### src/verilog/ooo_pkg.sv
`default_nettype none

package ooo_pkg;

    // datapath and register file
    localparam int DATA_W   = 16;
    localparam int NUM_REGS = 8;

    // issue queue
    localparam int IQ_DEPTH = 8;

    typedef logic [DATA_W-1:0]           word_t;
    typedef logic [$clog2(NUM_REGS)-1:0] reg_idx_t;

    // 16 tags cover the 11 instructions that can be in flight
    typedef logic [3:0] tag_t;
    typedef logic [3:0] op_t;

    // occupancy 0..IQ_DEPTH
    typedef logic [$clog2(IQ_DEPTH):0] iq_cnt_t;

    // register-register
    localparam op_t OP_ADD  = 4'd0;
    localparam op_t OP_SUB  = 4'd1;
    localparam op_t OP_AND  = 4'd2;
    localparam op_t OP_OR   = 4'd3;
    localparam op_t OP_XOR  = 4'd4;

    // shift amount from low 4 bits of source 2
    localparam op_t OP_SLL  = 4'd5;
    localparam op_t OP_SRL  = 4'd6;

    // signed compare, result 1 or 0
    localparam op_t OP_SLT  = 4'd7;

    // immediate forms
    localparam op_t OP_ADDI = 4'd8;
    localparam op_t OP_LUI  = 4'd9;

endpackage

`default_nettype wire

### src/verilog/register_state.sv
`timescale 1ns/100ps
`default_nettype none

module register_state import ooo_pkg::*; (
    input  logic     clk,
    input  logic     rst_n,
    input  reg_idx_t rs1_idx,
    input  reg_idx_t rs2_idx,
    input  logic     ren_valid,
    input  reg_idx_t ren_rd,
    input  tag_t     ren_tag,
    input  logic     res_valid,
    input  tag_t     res_tag,
    input  reg_idx_t res_rd,
    input  word_t    res_data,
    output logic     rs1_ready,
    output word_t    rs1_data,
    output tag_t     rs1_tag,
    output logic     rs2_ready,
    output word_t    rs2_data,
    output tag_t     rs2_tag
);

    word_t               regs [NUM_REGS];
    tag_t                prod [NUM_REGS];
    logic [NUM_REGS-1:0] busy;
    logic                wb_hit;

    // only the latest producer may retire the register
    assign wb_hit = res_valid && busy[res_rd] && prod[res_rd] == res_tag;

    function automatic logic src_ready(reg_idx_t idx);
        return !busy[idx] || (res_valid && res_tag == prod[idx]);
    endfunction

    function automatic word_t src_data(reg_idx_t idx);
        return busy[idx] ? res_data : regs[idx];
    endfunction

    always_comb begin
        rs1_ready = src_ready(rs1_idx);
        rs1_data  = src_data(rs1_idx);
        rs1_tag   = prod[rs1_idx];
        rs2_ready = src_ready(rs2_idx);
        rs2_data  = src_data(rs2_idx);
        rs2_tag   = prod[rs2_idx];
    end

    always_ff @(posedge clk) begin
        if (!rst_n) begin
            busy <= '0;
            for (int i = 0; i < NUM_REGS; i++) begin
                regs[i] <= '0;
                prod[i] <= '0;
            end
        end else begin
            if (wb_hit) begin
                regs[res_rd] <= res_data;
                busy[res_rd] <= 1'b0;
            end
            // rename after writeback so it wins
            if (ren_valid) begin
                busy[ren_rd] <= 1'b1;
                prod[ren_rd] <= ren_tag;
            end
        end
    end

    a_result_hits_busy: assert property (
        @(posedge clk) disable iff (!rst_n)
        res_valid && prod[res_rd] == res_tag |-> busy[res_rd]
    );

endmodule

`default_nettype wire

### src/verilog/dispatch_decode.sv
`timescale 1ns/100ps
`default_nettype none

module dispatch_decode import ooo_pkg::*; (
    input  logic     clk,
    input  logic     rst_n,
    input  logic     in_valid,
    input  op_t      in_op,
    input  reg_idx_t in_rd,
    input  reg_idx_t in_rs1,
    input  reg_idx_t in_rs2,
    input  word_t    in_imm,
    input  logic     full,
    input  logic     rs1_ready,
    input  word_t    rs1_data,
    input  tag_t     rs1_tag,
    input  logic     rs2_ready,
    input  word_t    rs2_data,
    input  tag_t     rs2_tag,
    input  logic     res_valid,
    input  tag_t     res_tag,
    input  word_t    res_data,
    output reg_idx_t rs1_idx,
    output reg_idx_t rs2_idx,
    output logic     ren_valid,
    output reg_idx_t ren_rd,
    output tag_t     ren_tag,
    output logic     disp_valid,
    output op_t      disp_op,
    output tag_t     disp_tag,
    output reg_idx_t disp_rd,
    output logic     disp_src1_ready,
    output tag_t     disp_src1_tag,
    output word_t    disp_src1_data,
    output logic     disp_src2_ready,
    output tag_t     disp_src2_tag,
    output word_t    disp_src2_data
);

    tag_t  next_tag;
    logic  src1_ready;
    word_t src1_data;
    tag_t  src1_tag;
    logic  src2_ready;
    word_t src2_data;
    tag_t  src2_tag;

    assign rs1_idx   = in_rs1;
    assign rs2_idx   = in_rs2;
    assign ren_valid = in_valid;
    assign ren_rd    = in_rd;
    assign ren_tag   = next_tag;

    // immediate forms override the looked-up sources
    always_comb begin
        src1_ready = rs1_ready;
        src1_data  = rs1_data;
        src1_tag   = rs1_tag;
        src2_ready = rs2_ready;
        src2_data  = rs2_data;
        src2_tag   = rs2_tag;
        if (in_op == OP_ADDI || in_op == OP_LUI) begin
            src2_ready = 1'b1;
            src2_data  = in_imm;
            src2_tag   = '0;
        end
        if (in_op == OP_LUI) begin
            src1_ready = 1'b1;
            src1_data  = '0;
            src1_tag   = '0;
        end
    end

    always_ff @(posedge clk) begin
        if (!rst_n) begin
            next_tag   <= '0;
            disp_valid <= 1'b0;
        end else begin
            disp_valid <= in_valid;
            if (in_valid) begin
                next_tag <= next_tag + 4'd1;
            end
        end
    end

    // held entry keeps listening to the result bus
    always_ff @(posedge clk) begin
        if (in_valid) begin
            disp_op         <= in_op;
            disp_tag        <= next_tag;
            disp_rd         <= in_rd;
            disp_src1_ready <= src1_ready;
            disp_src1_tag   <= src1_tag;
            disp_src1_data  <= src1_data;
            disp_src2_ready <= src2_ready;
            disp_src2_tag   <= src2_tag;
            disp_src2_data  <= src2_data;
        end else if (res_valid) begin
            if (!disp_src1_ready && disp_src1_tag == res_tag) begin
                disp_src1_ready <= 1'b1;
                disp_src1_data  <= res_data;
            end
            if (!disp_src2_ready && disp_src2_tag == res_tag) begin
                disp_src2_ready <= 1'b1;
                disp_src2_data  <= res_data;
            end
        end
    end

    // source must respect full
    a_no_strobe_when_full: assert property (
        @(posedge clk) disable iff (!rst_n) in_valid |-> !full
    );

endmodule

`default_nettype wire

### src/verilog/alu_issue_queue.sv
`timescale 1ns/100ps
`default_nettype none

module alu_issue_queue import ooo_pkg::*; (
    input  logic     clk,
    input  logic     rst_n,
    input  logic     disp_valid,
    input  op_t      disp_op,
    input  tag_t     disp_tag,
    input  reg_idx_t disp_rd,
    input  logic     disp_src1_ready,
    input  tag_t     disp_src1_tag,
    input  word_t    disp_src1_data,
    input  logic     disp_src2_ready,
    input  tag_t     disp_src2_tag,
    input  word_t    disp_src2_data,
    input  logic     res_valid,
    input  tag_t     res_tag,
    input  word_t    res_data,
    output logic     full,
    output logic     iss_valid,
    output op_t      iss_op,
    output tag_t     iss_tag,
    output reg_idx_t iss_rd,
    output word_t    iss_a,
    output word_t    iss_b
);

    typedef logic [$clog2(IQ_DEPTH)-1:0] iq_idx_t;

    // index 0 holds the oldest entry
    op_t      q_op   [IQ_DEPTH];
    tag_t     q_tag  [IQ_DEPTH];
    reg_idx_t q_rd   [IQ_DEPTH];
    logic     q_s1r  [IQ_DEPTH];
    tag_t     q_s1t  [IQ_DEPTH];
    word_t    q_s1d  [IQ_DEPTH];
    logic     q_s2r  [IQ_DEPTH];
    tag_t     q_s2t  [IQ_DEPTH];
    word_t    q_s2d  [IQ_DEPTH];
    iq_cnt_t  cnt;

    // after wakeup
    logic     w_s1r  [IQ_DEPTH];
    word_t    w_s1d  [IQ_DEPTH];
    logic     w_s2r  [IQ_DEPTH];
    word_t    w_s2d  [IQ_DEPTH];
    logic     in_s1r;
    word_t    in_s1d;
    logic     in_s2r;
    word_t    in_s2d;

    logic     sel_found;
    iq_idx_t  sel_idx;
    iq_idx_t  tail;
    iq_cnt_t  cnt_next;

    assign full = cnt >= iq_cnt_t'(IQ_DEPTH - 1);

    // tag wakeup on stored and incoming sources
    always_comb begin
        for (int j = 0; j < IQ_DEPTH; j++) begin
            w_s1r[j] = q_s1r[j];
            w_s1d[j] = q_s1d[j];
            w_s2r[j] = q_s2r[j];
            w_s2d[j] = q_s2d[j];
            if (res_valid && !q_s1r[j] && q_s1t[j] == res_tag) begin
                w_s1r[j] = 1'b1;
                w_s1d[j] = res_data;
            end
            if (res_valid && !q_s2r[j] && q_s2t[j] == res_tag) begin
                w_s2r[j] = 1'b1;
                w_s2d[j] = res_data;
            end
        end
        in_s1r = disp_src1_ready;
        in_s1d = disp_src1_data;
        in_s2r = disp_src2_ready;
        in_s2d = disp_src2_data;
        if (res_valid && !disp_src1_ready && disp_src1_tag == res_tag) begin
            in_s1r = 1'b1;
            in_s1d = res_data;
        end
        if (res_valid && !disp_src2_ready && disp_src2_tag == res_tag) begin
            in_s2r = 1'b1;
            in_s2d = res_data;
        end
    end

    // top-down scan leaves the lowest ready index
    always_comb begin
        sel_found = 1'b0;
        sel_idx   = '0;
        for (int j = IQ_DEPTH - 1; j >= 0; j--) begin
            if (iq_cnt_t'(j) < cnt && w_s1r[j] && w_s2r[j]) begin
                sel_found = 1'b1;
                sel_idx   = iq_idx_t'(j);
            end
        end
    end

    assign cnt_next = cnt - iq_cnt_t'(sel_found) + iq_cnt_t'(disp_valid);
    assign tail     = iq_idx_t'(cnt - iq_cnt_t'(sel_found));

    always_ff @(posedge clk) begin
        if (!rst_n) begin
            cnt       <= '0;
            iss_valid <= 1'b0;
        end else begin
            cnt       <= cnt_next;
            iss_valid <= sel_found;
        end
    end

    always_ff @(posedge clk) begin
        if (sel_found) begin
            iss_op  <= q_op[sel_idx];
            iss_tag <= q_tag[sel_idx];
            iss_rd  <= q_rd[sel_idx];
            iss_a   <= w_s1d[sel_idx];
            iss_b   <= w_s2d[sel_idx];
        end
        // entries above the issued one move down
        for (int j = 0; j < IQ_DEPTH - 1; j++) begin
            if (sel_found && iq_idx_t'(j) >= sel_idx) begin
                q_op[j]  <= q_op[j+1];
                q_tag[j] <= q_tag[j+1];
                q_rd[j]  <= q_rd[j+1];
                q_s1r[j] <= w_s1r[j+1];
                q_s1t[j] <= q_s1t[j+1];
                q_s1d[j] <= w_s1d[j+1];
                q_s2r[j] <= w_s2r[j+1];
                q_s2t[j] <= q_s2t[j+1];
                q_s2d[j] <= w_s2d[j+1];
            end else begin
                q_s1r[j] <= w_s1r[j];
                q_s1d[j] <= w_s1d[j];
                q_s2r[j] <= w_s2r[j];
                q_s2d[j] <= w_s2d[j];
            end
        end
        q_s1r[IQ_DEPTH-1] <= w_s1r[IQ_DEPTH-1];
        q_s1d[IQ_DEPTH-1] <= w_s1d[IQ_DEPTH-1];
        q_s2r[IQ_DEPTH-1] <= w_s2r[IQ_DEPTH-1];
        q_s2d[IQ_DEPTH-1] <= w_s2d[IQ_DEPTH-1];
        // append last so it overrides the shift at the tail slot
        if (disp_valid) begin
            q_op[tail]  <= disp_op;
            q_tag[tail] <= disp_tag;
            q_rd[tail]  <= disp_rd;
            q_s1r[tail] <= in_s1r;
            q_s1t[tail] <= disp_src1_tag;
            q_s1d[tail] <= in_s1d;
            q_s2r[tail] <= in_s2r;
            q_s2t[tail] <= disp_src2_tag;
            q_s2d[tail] <= in_s2d;
        end
    end

    a_no_overflow: assert property (
        @(posedge clk) disable iff (!rst_n)
        disp_valid |-> cnt != iq_cnt_t'(IQ_DEPTH)
    );

endmodule

`default_nettype wire

### src/verilog/alu_pipe.sv
`timescale 1ns/100ps
`default_nettype none

module alu_pipe import ooo_pkg::*; (
    input  logic     clk,
    input  logic     rst_n,
    input  logic     iss_valid,
    input  op_t      iss_op,
    input  tag_t     iss_tag,
    input  reg_idx_t iss_rd,
    input  word_t    iss_a,
    input  word_t    iss_b,
    output logic     res_valid,
    output tag_t     res_tag,
    output reg_idx_t res_rd,
    output word_t    res_data
);

    // stage 1
    logic     s1_valid;
    op_t      s1_op;
    tag_t     s1_tag;
    reg_idx_t s1_rd;
    word_t    s1_a;
    word_t    s1_b;
    word_t    alu_out;

    always_comb begin
        case (s1_op)
            OP_ADD:  alu_out = s1_a + s1_b;
            OP_SUB:  alu_out = s1_a - s1_b;
            OP_AND:  alu_out = s1_a & s1_b;
            OP_OR:   alu_out = s1_a | s1_b;
            OP_XOR:  alu_out = s1_a ^ s1_b;
            OP_SLL:  alu_out = s1_a << s1_b[3:0];
            OP_SRL:  alu_out = s1_a >> s1_b[3:0];
            OP_SLT:  alu_out = word_t'($signed(s1_a) < $signed(s1_b));
            OP_ADDI: alu_out = s1_a + s1_b;
            OP_LUI:  alu_out = s1_b;
            default: alu_out = '0;
        endcase
    end

    always_ff @(posedge clk) begin
        if (!rst_n) begin
            s1_valid  <= 1'b0;
            res_valid <= 1'b0;
        end else begin
            s1_valid  <= iss_valid;
            res_valid <= s1_valid;
        end
    end

    always_ff @(posedge clk) begin
        s1_op    <= iss_op;
        s1_tag   <= iss_tag;
        s1_rd    <= iss_rd;
        s1_a     <= iss_a;
        s1_b     <= iss_b;
        res_tag  <= s1_tag;
        res_rd   <= s1_rd;
        res_data <= alu_out;
    end

endmodule

`default_nettype wire

### src/verilog/ooo_issue_top.sv
`timescale 1ns/100ps
`default_nettype none

module ooo_issue_top import ooo_pkg::*; (
    input  logic     clk,
    input  logic     rst_n,
    input  logic     in_valid,
    input  op_t      in_op,
    input  reg_idx_t in_rd,
    input  reg_idx_t in_rs1,
    input  reg_idx_t in_rs2,
    input  word_t    in_imm,
    output logic     full,
    output logic     res_valid,
    output tag_t     res_tag,
    output reg_idx_t res_rd,
    output word_t    res_data
);

    // operand lookup
    reg_idx_t rs1_idx;
    reg_idx_t rs2_idx;
    logic     rs1_ready;
    word_t    rs1_data;
    tag_t     rs1_tag;
    logic     rs2_ready;
    word_t    rs2_data;
    tag_t     rs2_tag;

    // rename
    logic     ren_valid;
    reg_idx_t ren_rd;
    tag_t     ren_tag;

    // dispatch entry
    logic     disp_valid;
    op_t      disp_op;
    tag_t     disp_tag;
    reg_idx_t disp_rd;
    logic     disp_src1_ready;
    tag_t     disp_src1_tag;
    word_t    disp_src1_data;
    logic     disp_src2_ready;
    tag_t     disp_src2_tag;
    word_t    disp_src2_data;

    // issue
    logic     iss_valid;
    op_t      iss_op;
    tag_t     iss_tag;
    reg_idx_t iss_rd;
    word_t    iss_a;
    word_t    iss_b;

    dispatch_decode i_decode (
        .clk             (clk),
        .rst_n           (rst_n),
        .in_valid        (in_valid),
        .in_op           (in_op),
        .in_rd           (in_rd),
        .in_rs1          (in_rs1),
        .in_rs2          (in_rs2),
        .in_imm          (in_imm),
        .full            (full),
        .rs1_ready       (rs1_ready),
        .rs1_data        (rs1_data),
        .rs1_tag         (rs1_tag),
        .rs2_ready       (rs2_ready),
        .rs2_data        (rs2_data),
        .rs2_tag         (rs2_tag),
        .res_valid       (res_valid),
        .res_tag         (res_tag),
        .res_data        (res_data),
        .rs1_idx         (rs1_idx),
        .rs2_idx         (rs2_idx),
        .ren_valid       (ren_valid),
        .ren_rd          (ren_rd),
        .ren_tag         (ren_tag),
        .disp_valid      (disp_valid),
        .disp_op         (disp_op),
        .disp_tag        (disp_tag),
        .disp_rd         (disp_rd),
        .disp_src1_ready (disp_src1_ready),
        .disp_src1_tag   (disp_src1_tag),
        .disp_src1_data  (disp_src1_data),
        .disp_src2_ready (disp_src2_ready),
        .disp_src2_tag   (disp_src2_tag),
        .disp_src2_data  (disp_src2_data)
    );

    register_state i_regs (
        .clk       (clk),
        .rst_n     (rst_n),
        .rs1_idx   (rs1_idx),
        .rs2_idx   (rs2_idx),
        .ren_valid (ren_valid),
        .ren_rd    (ren_rd),
        .ren_tag   (ren_tag),
        .res_valid (res_valid),
        .res_tag   (res_tag),
        .res_rd    (res_rd),
        .res_data  (res_data),
        .rs1_ready (rs1_ready),
        .rs1_data  (rs1_data),
        .rs1_tag   (rs1_tag),
        .rs2_ready (rs2_ready),
        .rs2_data  (rs2_data),
        .rs2_tag   (rs2_tag)
    );

    alu_issue_queue i_iq (
        .clk             (clk),
        .rst_n           (rst_n),
        .disp_valid      (disp_valid),
        .disp_op         (disp_op),
        .disp_tag        (disp_tag),
        .disp_rd         (disp_rd),
        .disp_src1_ready (disp_src1_ready),
        .disp_src1_tag   (disp_src1_tag),
        .disp_src1_data  (disp_src1_data),
        .disp_src2_ready (disp_src2_ready),
        .disp_src2_tag   (disp_src2_tag),
        .disp_src2_data  (disp_src2_data),
        .res_valid       (res_valid),
        .res_tag         (res_tag),
        .res_data        (res_data),
        .full            (full),
        .iss_valid       (iss_valid),
        .iss_op          (iss_op),
        .iss_tag         (iss_tag),
        .iss_rd          (iss_rd),
        .iss_a           (iss_a),
        .iss_b           (iss_b)
    );

    alu_pipe i_alu (
        .clk       (clk),
        .rst_n     (rst_n),
        .iss_valid (iss_valid),
        .iss_op    (iss_op),
        .iss_tag   (iss_tag),
        .iss_rd    (iss_rd),
        .iss_a     (iss_a),
        .iss_b     (iss_b),
        .res_valid (res_valid),
        .res_tag   (res_tag),
        .res_rd    (res_rd),
        .res_data  (res_data)
    );

endmodule

`default_nettype wire

### config.mk
export PLATFORM = sky130hd
export DESIGN_NAME = ooo_issue_top
export DESIGN_NICKNAME = d
export VERILOG_FILES = /design/src/verilog/ooo_pkg.sv /design/src/verilog/register_state.sv /design/src/verilog/dispatch_decode.sv /design/src/verilog/alu_issue_queue.sv /design/src/verilog/alu_pipe.sv /design/src/verilog/ooo_issue_top.sv
export SDC_FILE = /design/constraint.sdc
export NUM_CORES = 2
export LEC_CHECK = 0
export ABC_AREA = 1
export BUFFER_PORTS_ARGS = -buffer_cell sky130_fd_sc_hd__clkbuf_2
export CAP_MARGIN = 20
export CELL_PAD_IN_SITES_DETAIL_PLACEMENT = 1
export CELL_PAD_IN_SITES_GLOBAL_PLACEMENT = 2
export CORE_MARGIN = 10
export CORE_UTILIZATION = 42
export CTS_BUF_LIST = sky130_fd_sc_hd__clkbuf_4
export CTS_CLUSTER_DIAMETER = 80
export CTS_CLUSTER_SIZE = 14
export DETAILED_ROUTE_END_ITERATION = 10
export PLACE_DENSITY_LB_ADDON = 0.1
export SLEW_MARGIN = 20
export SYNTH_ARGS = -nofsm -noshare
export SYNTH_HDL_FRONTEND = slang
export SYNTH_SLANG_ARGS = --single-unit
### constraint.sdc
create_clock -name clk -period 14.5 [get_ports clk]
set_clock_uncertainty 0.15 [all_clocks]
set_input_delay 2.175 -clock clk [delete_from_list [all_inputs] [get_ports clk]]
set_output_delay 2.175 -clock clk [all_outputs]
set_load 0.03 [all_outputs]
# --- Word-level counts from Yosys, hierarchy flattened ---
# Memory sizes are Yosys's and may differ from the RTL's. A register that Yosys moved wholly into a read port is not among the register bits.
# Index checks and enable logic that the tools add are counted.
# W data, S select, Z words.
op_classes:
  add_sub_neg: 5
  order_cmp: 24
  eq_ne: 32
  n_shift: 2
  muxes: 154
  bitwise: 35
  n_reduce_logical: 99
op_table:
  columns: ["cell", "count"]
  rows:
  - ["$mux W16", 47]
  - ["$pmux W16 S9", 1]
  - ["$bmux W16 S3", 2]
  - ["$mux W1", 85]
  - ["$eq A4 B4 Y1", 21]
  - ["$logic_and A1 B1 Y1", 67]
  - ["$mux W3", 10]
  - ["$or A1 B1 Y1", 28]
  - ["$mux W8", 3]
  - ["$logic_not A1 Y1", 20]
  - ["$add A16 B16 Y16", 1]
  - ["$and A16 B16 Y16", 1]
  - ["$eq A4 B3 Y1 const B", 4]
  - ["$eq A4 B4 Y1 const B", 4]
  - ["$lt A16 B16 Y1", 1]
  - ["$lt A3 B4 Y1 const A", 4]
  - ["$lt A3 B4 Y1 const B", 4]
  - ["$or A16 B16 Y16", 1]
  - ["$reduce_or A16 Y1", 1]
  - ["$shl A16 B4 Y16", 1]
  - ["$shr A16 B4 Y16", 1]
  - ["$sub A16 B16 Y16", 1]
  - ["$xor A16 B16 Y16", 1]
  - ["$bmux W1 S3", 3]
  - ["other kinds (25)", 39]
totals:
  regBits: 171
  ramBits: 584
  in_bits: 32
  output_inout_bits: 25
  elab_cells: 388
  mem_count: 11
mem_list:
  columns: ["memory", "depth", "width", "read_ports", "rd_clocked_by_memory_dff", "write_ports", "line", "source"]
  rows:
  - ["i_iq.q_s1d", 8, 16, 8, 0, 9, "alu_issue_queue.sv:37", "word_t q_s1d [IQ_DEPTH];"]
  - ["i_iq.q_s2d", 8, 16, 8, 0, 9, "alu_issue_queue.sv:40", "word_t q_s2d [IQ_DEPTH];"]
  - ["i_regs.regs", 8, 16, 2, 0, 8, "register_state.sv:24", "word_t regs [NUM_REGS];"]
  - ["i_iq.q_op", 8, 4, 8, 1, 8, "alu_issue_queue.sv:32", "op_t q_op [IQ_DEPTH];"]
  - ["i_iq.q_s1t", 8, 4, 8, 0, 8, "alu_issue_queue.sv:36", "tag_t q_s1t [IQ_DEPTH];"]
  - ["i_iq.q_s2t", 8, 4, 8, 0, 8, "alu_issue_queue.sv:39", "tag_t q_s2t [IQ_DEPTH];"]
  - ["+5 memories", null, null, null, null, null, null, null]

# --- Longest topological paths before layout ---
depth:
  depth_word: 19
  ltp_mapped: 26
  depth_no_buf: 23

# --- Cells and area by module ---
# A second synthesis with hierarchy kept.
unflattened:
  cells_unflattened: 6439
  hier_area_um2: 45198.3
modules_own_cells:
  columns: ["module", "instances", "cells_per_inst", "area_each_um2", "seq_area_each_um2"]
  rows:
  - ["alu_issue_queue", 1, 3892, 26754.4, 11400.9]
  - ["register_state", 1, 1306, 10025.9, 4964.8]
  - ["alu_pipe", 1, 925, 5592.9, 1361.3]
  - ["dispatch_decode", 1, 316, 2825.2, 1691.6]

# --- Worst setup path after synthesis ---
# Ideal clock, no wire load.
synth_timing:
  kind: "reg-to-reg"
  start: "register i_alu.res_tag[0]"
  end: "memory i_iq.q_op[6][0] (netlist bit) (enable)"
  setup_ns: 0.379
  arrival_time_ns: 5.716
  required_time_ns: 13.971
  setup_slack_ns: 8.255
  path_stages_with_launch: 21
  n_path_buf: 4
  synth_period_minus_slack_ns: 6.245
  cell_sequence: "dfxtp_1 > buf_2 > nand2_1 > nand3_1 > nor2_1 > nand2_1 > nand2_1 > o21a_1 > nand2_2 > clkbuf_1 > clkbuf_1 > nand4_1 > ha_1 > xor2_1 > inv_1 > nor2_1 > inv_1 > nor2_1 > inv_2 > buf_1 > nand3_1"
synth_rtl:
  columns: ["element", "line", "source"]
  rows:
  - ["from (decl)", "alu_pipe.sv:14", "output tag_t res_tag,"]
  - ["from (signal assigned)", "alu_pipe.sv:60", "res_tag <= s1_tag;"]
  - ["to (decl)", "alu_issue_queue.sv:32", null]

==> implementation parameters <==
Parameter                              Value

Route
  Average vias per placed instance    5.92
  Count of nets left with antenna violations after detail routing    0
  DR DRC count    0
  DRT iter0 DRCs    3551
  Overall via count from detail_route    43000
  Number of iterations in the first detailed-routing pass    6
  Routed wirelength normalized by instance count    25.8 µm
  Detailed-route wire length    188000 µm

Power
  Internal portion of total power    0.00596 W
  Total power divided by cell area    289 mW/mm²
  Sw power    0.00718 W
  Largest vdd supply drop    192 µV
  Clock Power Share    8.6%
  Switching share of power    54.6%
  Sequential cell fraction of total power    30.3%
  Overall power of the completed layout    0.0131 W
  Fraction of power consumed by combinational cells    61.0%
  Static leakage power    19.8 nW

Logic synthesis
  Number of standard cells after synthesis    6035
  Yosys warns    0
  Distinct cells, synth    52
  Share of the yosys chip area belonging to registers    44.7%
  Syn Nets    6122
  Most instantiated flip-flop cell in the synthesis netlist    edfxtp_1
  Avg Inst Size Synth    7.20 µm²
  Post-synthesis register bit count    766
  Post-synth EDFFs    408
  Async S/R FF share, synth    0%
  Mapped cell area    0.0435 mm²

Final layout
  Commonest non-fill, non-tap cell in the layout    nand2_1
  Area of all placed cells without fillers    0.0455 mm²
  Non-filler cells, final    7265
  Fraction of final layout cells with drive strength greater than 1    6.52%
  Utilization after layout    44.5%
  Area Overhead vs Synth    4.67%
  Leading cell types in the layout, fill and taps excluded    nand2_1, nor2_1, o21ai_0, nand3_1, inv_1
  Final nets    5927

Global routing
  Global route hottest layer    met2
  Routing usage on met2    51.6%
  Antenna violations before repair    11
  Met3 global-route usage    4.54%
  Vias in the first global route    42400
  Global route overflow    0
  Global-route wire length before repair    278000 µm
  All-Layer GR Usage    31.2%
  Maximum number of pins on one net before global-route repair    86
  GRT met1 Usage    40.1%

Setup path
  Cell Chain, Critical Path    inv_2 > nand2_1 > o21ai_0 > nor2_1 > nand3_2 > nand2_1 > nand3_1 > nand2_1 > inv_2 > nand2_1 > nand2_2 > nand2_4 > buf_4 > inv_4 > nor2_1 > nand2_2 > nand2_2 > nand2_1 > nand3_1 > nand2_1
  Cell family with the largest share of critical-path delay    simple AND/OR/NAND/NOR gates
  CP Launch Type    register
  Buffers plus inverters on the worst setup path    4
  Endpoint class of the critical path    register
  Critical path fanouts, max    53
  Worst Setup Path Type    reg -> reg
  Data required time of the critical path    15.22 ns
  Slowest-stage cell, CP    nand2_2
  Critical path's largest stage delay    0.95 ns
  Arr. time, crit path    7.73 ns
  Most common cell type on the critical path    nand2_1

Timing
  Final Cycle Share    48.3%
  Shortest clock period the worst path allows after layout    7.01 ns
  Count of pins over their slew limit    0
  Remaining max-slew budget at the tightest pin    19.5%
  Final number of setup-violating endpoints    0
  RSZ-0062 raised after global routing    false
  Maximum clock rate    0.143 GHz
  Fin Setup TNS    0 ns
  Final hold vios    0
  Worst slew pin tran    1.20 ns

Clock network
  CTS Buf Count    66
  Library cell used as clock root buffer    clkbuf_4
  Cells resized by post-CTS repair    0
  Count of H-tree levels built during CTS    3
  Clock slew at reported path FFs    0.17 ns
  Setup Fix Bufs, Post-CTS    0
  CTS Hold Buffers Added    0
  Maximum root-to-sink buffer count    3
  TritonCTS clock tree    yes
  Clock sinks    766
  Clock latency of the later-clocked register in the worst-skew pair    1.02 ns

Floorplanning
  Floorplan row count    117
  Chip height    342 µm
  Initial Util    42.5%
  I/O pin cnt    57
  Area of the core    0.102 mm²
  Die X    342 µm
  Floorplan die area    0.117 mm²

Placed design
  Placed standard-cell area    0.0446 mm²
  Total placed cells including tap cells    7140
  RePlAce Congestion    0.906
  Number of buffers added on ports    56
  Dpl hpwl    124000 µm

Outcome
  Outcome    completed

Job
  Max-cap violations    0

Worst hold path
  Tightest Hold Check Type    reg -> reg
==> worst paths after layout <==
| path | start | to | slack [ns] | depth (start not counted) |
|---|---|---|---|---|
| setup / recovery | i_alu.res_tag[1] | i_iq.q_s1d[4][7] | 7.49 | 20 |
| hold / removal | i_alu.s1_rd[1] | i_alu.res_rd[1] | 0.19 | 0 |
| setup reg to reg | i_alu.res_tag[1] | i_iq.q_s1d[4][7] | 7.49 | 20 |
| hold reg to reg | i_alu.s1_rd[1] | i_alu.res_rd[1] | 0.19 | 0 |
==> power by group through the flow <==
stage	Sequential (W)	Combinational, W	Clock [W]
6_report	0.00399	0.00802	0.00114
5_1_grt	0.00405	0.00883	0.00122
4_1_cts	0.00397	0.00790	0.00115
3_5_place_dp	0.00402	0.00787	0
3_3_place_gp	0.00400	0.00769	0
2_1_floorplan	0.00380	0.00526	0
==> cells in the mapped netlist, drive strengths merged, types with 4 or more instances <==
master | instances | share of area (%)
nand2 | 1466 | 13
nor2 | 789 | 6.9
o21ai | 718 | 8.3
nand3 | 535 | 6.2
inv | 462 | 4.0
a21oi | 414 | 4.8
edfxtp | 408 | 28
dfxtp | 358 | 16
clkbuf | 307 | 2.7
o211ai | 124 | 2.1
buf | 114 | 1.4
ha | 53 | 1.5
nand3b | 52 | 0.90
or2 | 41 | 0.59
a31oi | 28 | 0.40
nand4 | 27 | 0.39
o22ai | 26 | 0.37
xor2 | 23 | 0.46
a221oi | 14 | 0.28
nor3 | 11 | 0.13
o221ai | 11 | 0.22
clkinv | 10 | 0.086
o2111ai | 6 | 0.12
a2111oi | 4 | 0.081
a211oi | 4 | 0.081
o21a | 4 | 0.069
xnor2 | 4 | 0.081
==> routing by layer <==
layer	vias up	part of all wire, %
met3	418	6.8
met4	10	4.6
met2	1599	46
met5	-	0.038
met1	21200	42
li1	19700	-
==> per-stage QoR <==
stage,setup WS [ns],hold slack (ns)
2_1_floorplan,8.26,0.160
3_3_place_gp,7.59,0.163
3_5_place_dp,7.33,0.169
4_1_cts,7.25,0.191
5_1_grt,7.13,0.192
6_report,7.49,0.191
==> kinds of logic after synthesis <==
logic type / count (synthesis) / share of synthesized area, %
mux: 3 / 0.0691
xor+xnor: 27 / 0.544
flops: 766 / 44.7
buf+inv: 893 / 8.13
simple gates: 2926 / 27.9
compound gates: 1365 / 17.0
fa+ha+maj: 55 / 1.62
==> registers in the layout (all words and copies together), names as in the netlist, 24 cells and up <==
signal	flops
i_iq.q_op	32
i_iq.q_rd	24
i_iq.q_s1t	32
i_regs.prod	32
i_regs.regs	128
i_iq.q_s1d	128
i_iq.q_tag	32
i_iq.q_s2d	128
i_iq.q_s2t	32
==> final cells by class <==
cell class | count | area, µm²
Antenna cell | 5 | 12.5
Clock buffer | 111 | 833
Clock inverter | 9 | 50.0
Fill cell | 13000 | 56800
Inverter | 472 | 1780
Multi-Input combinational cell | 4376 | 20600
Sequential cell | 766 | 19400
Tap cell | 1368 | 1710
Timing Repair Buffer | 158 | 1060
(Power assumes the default switching activity.)
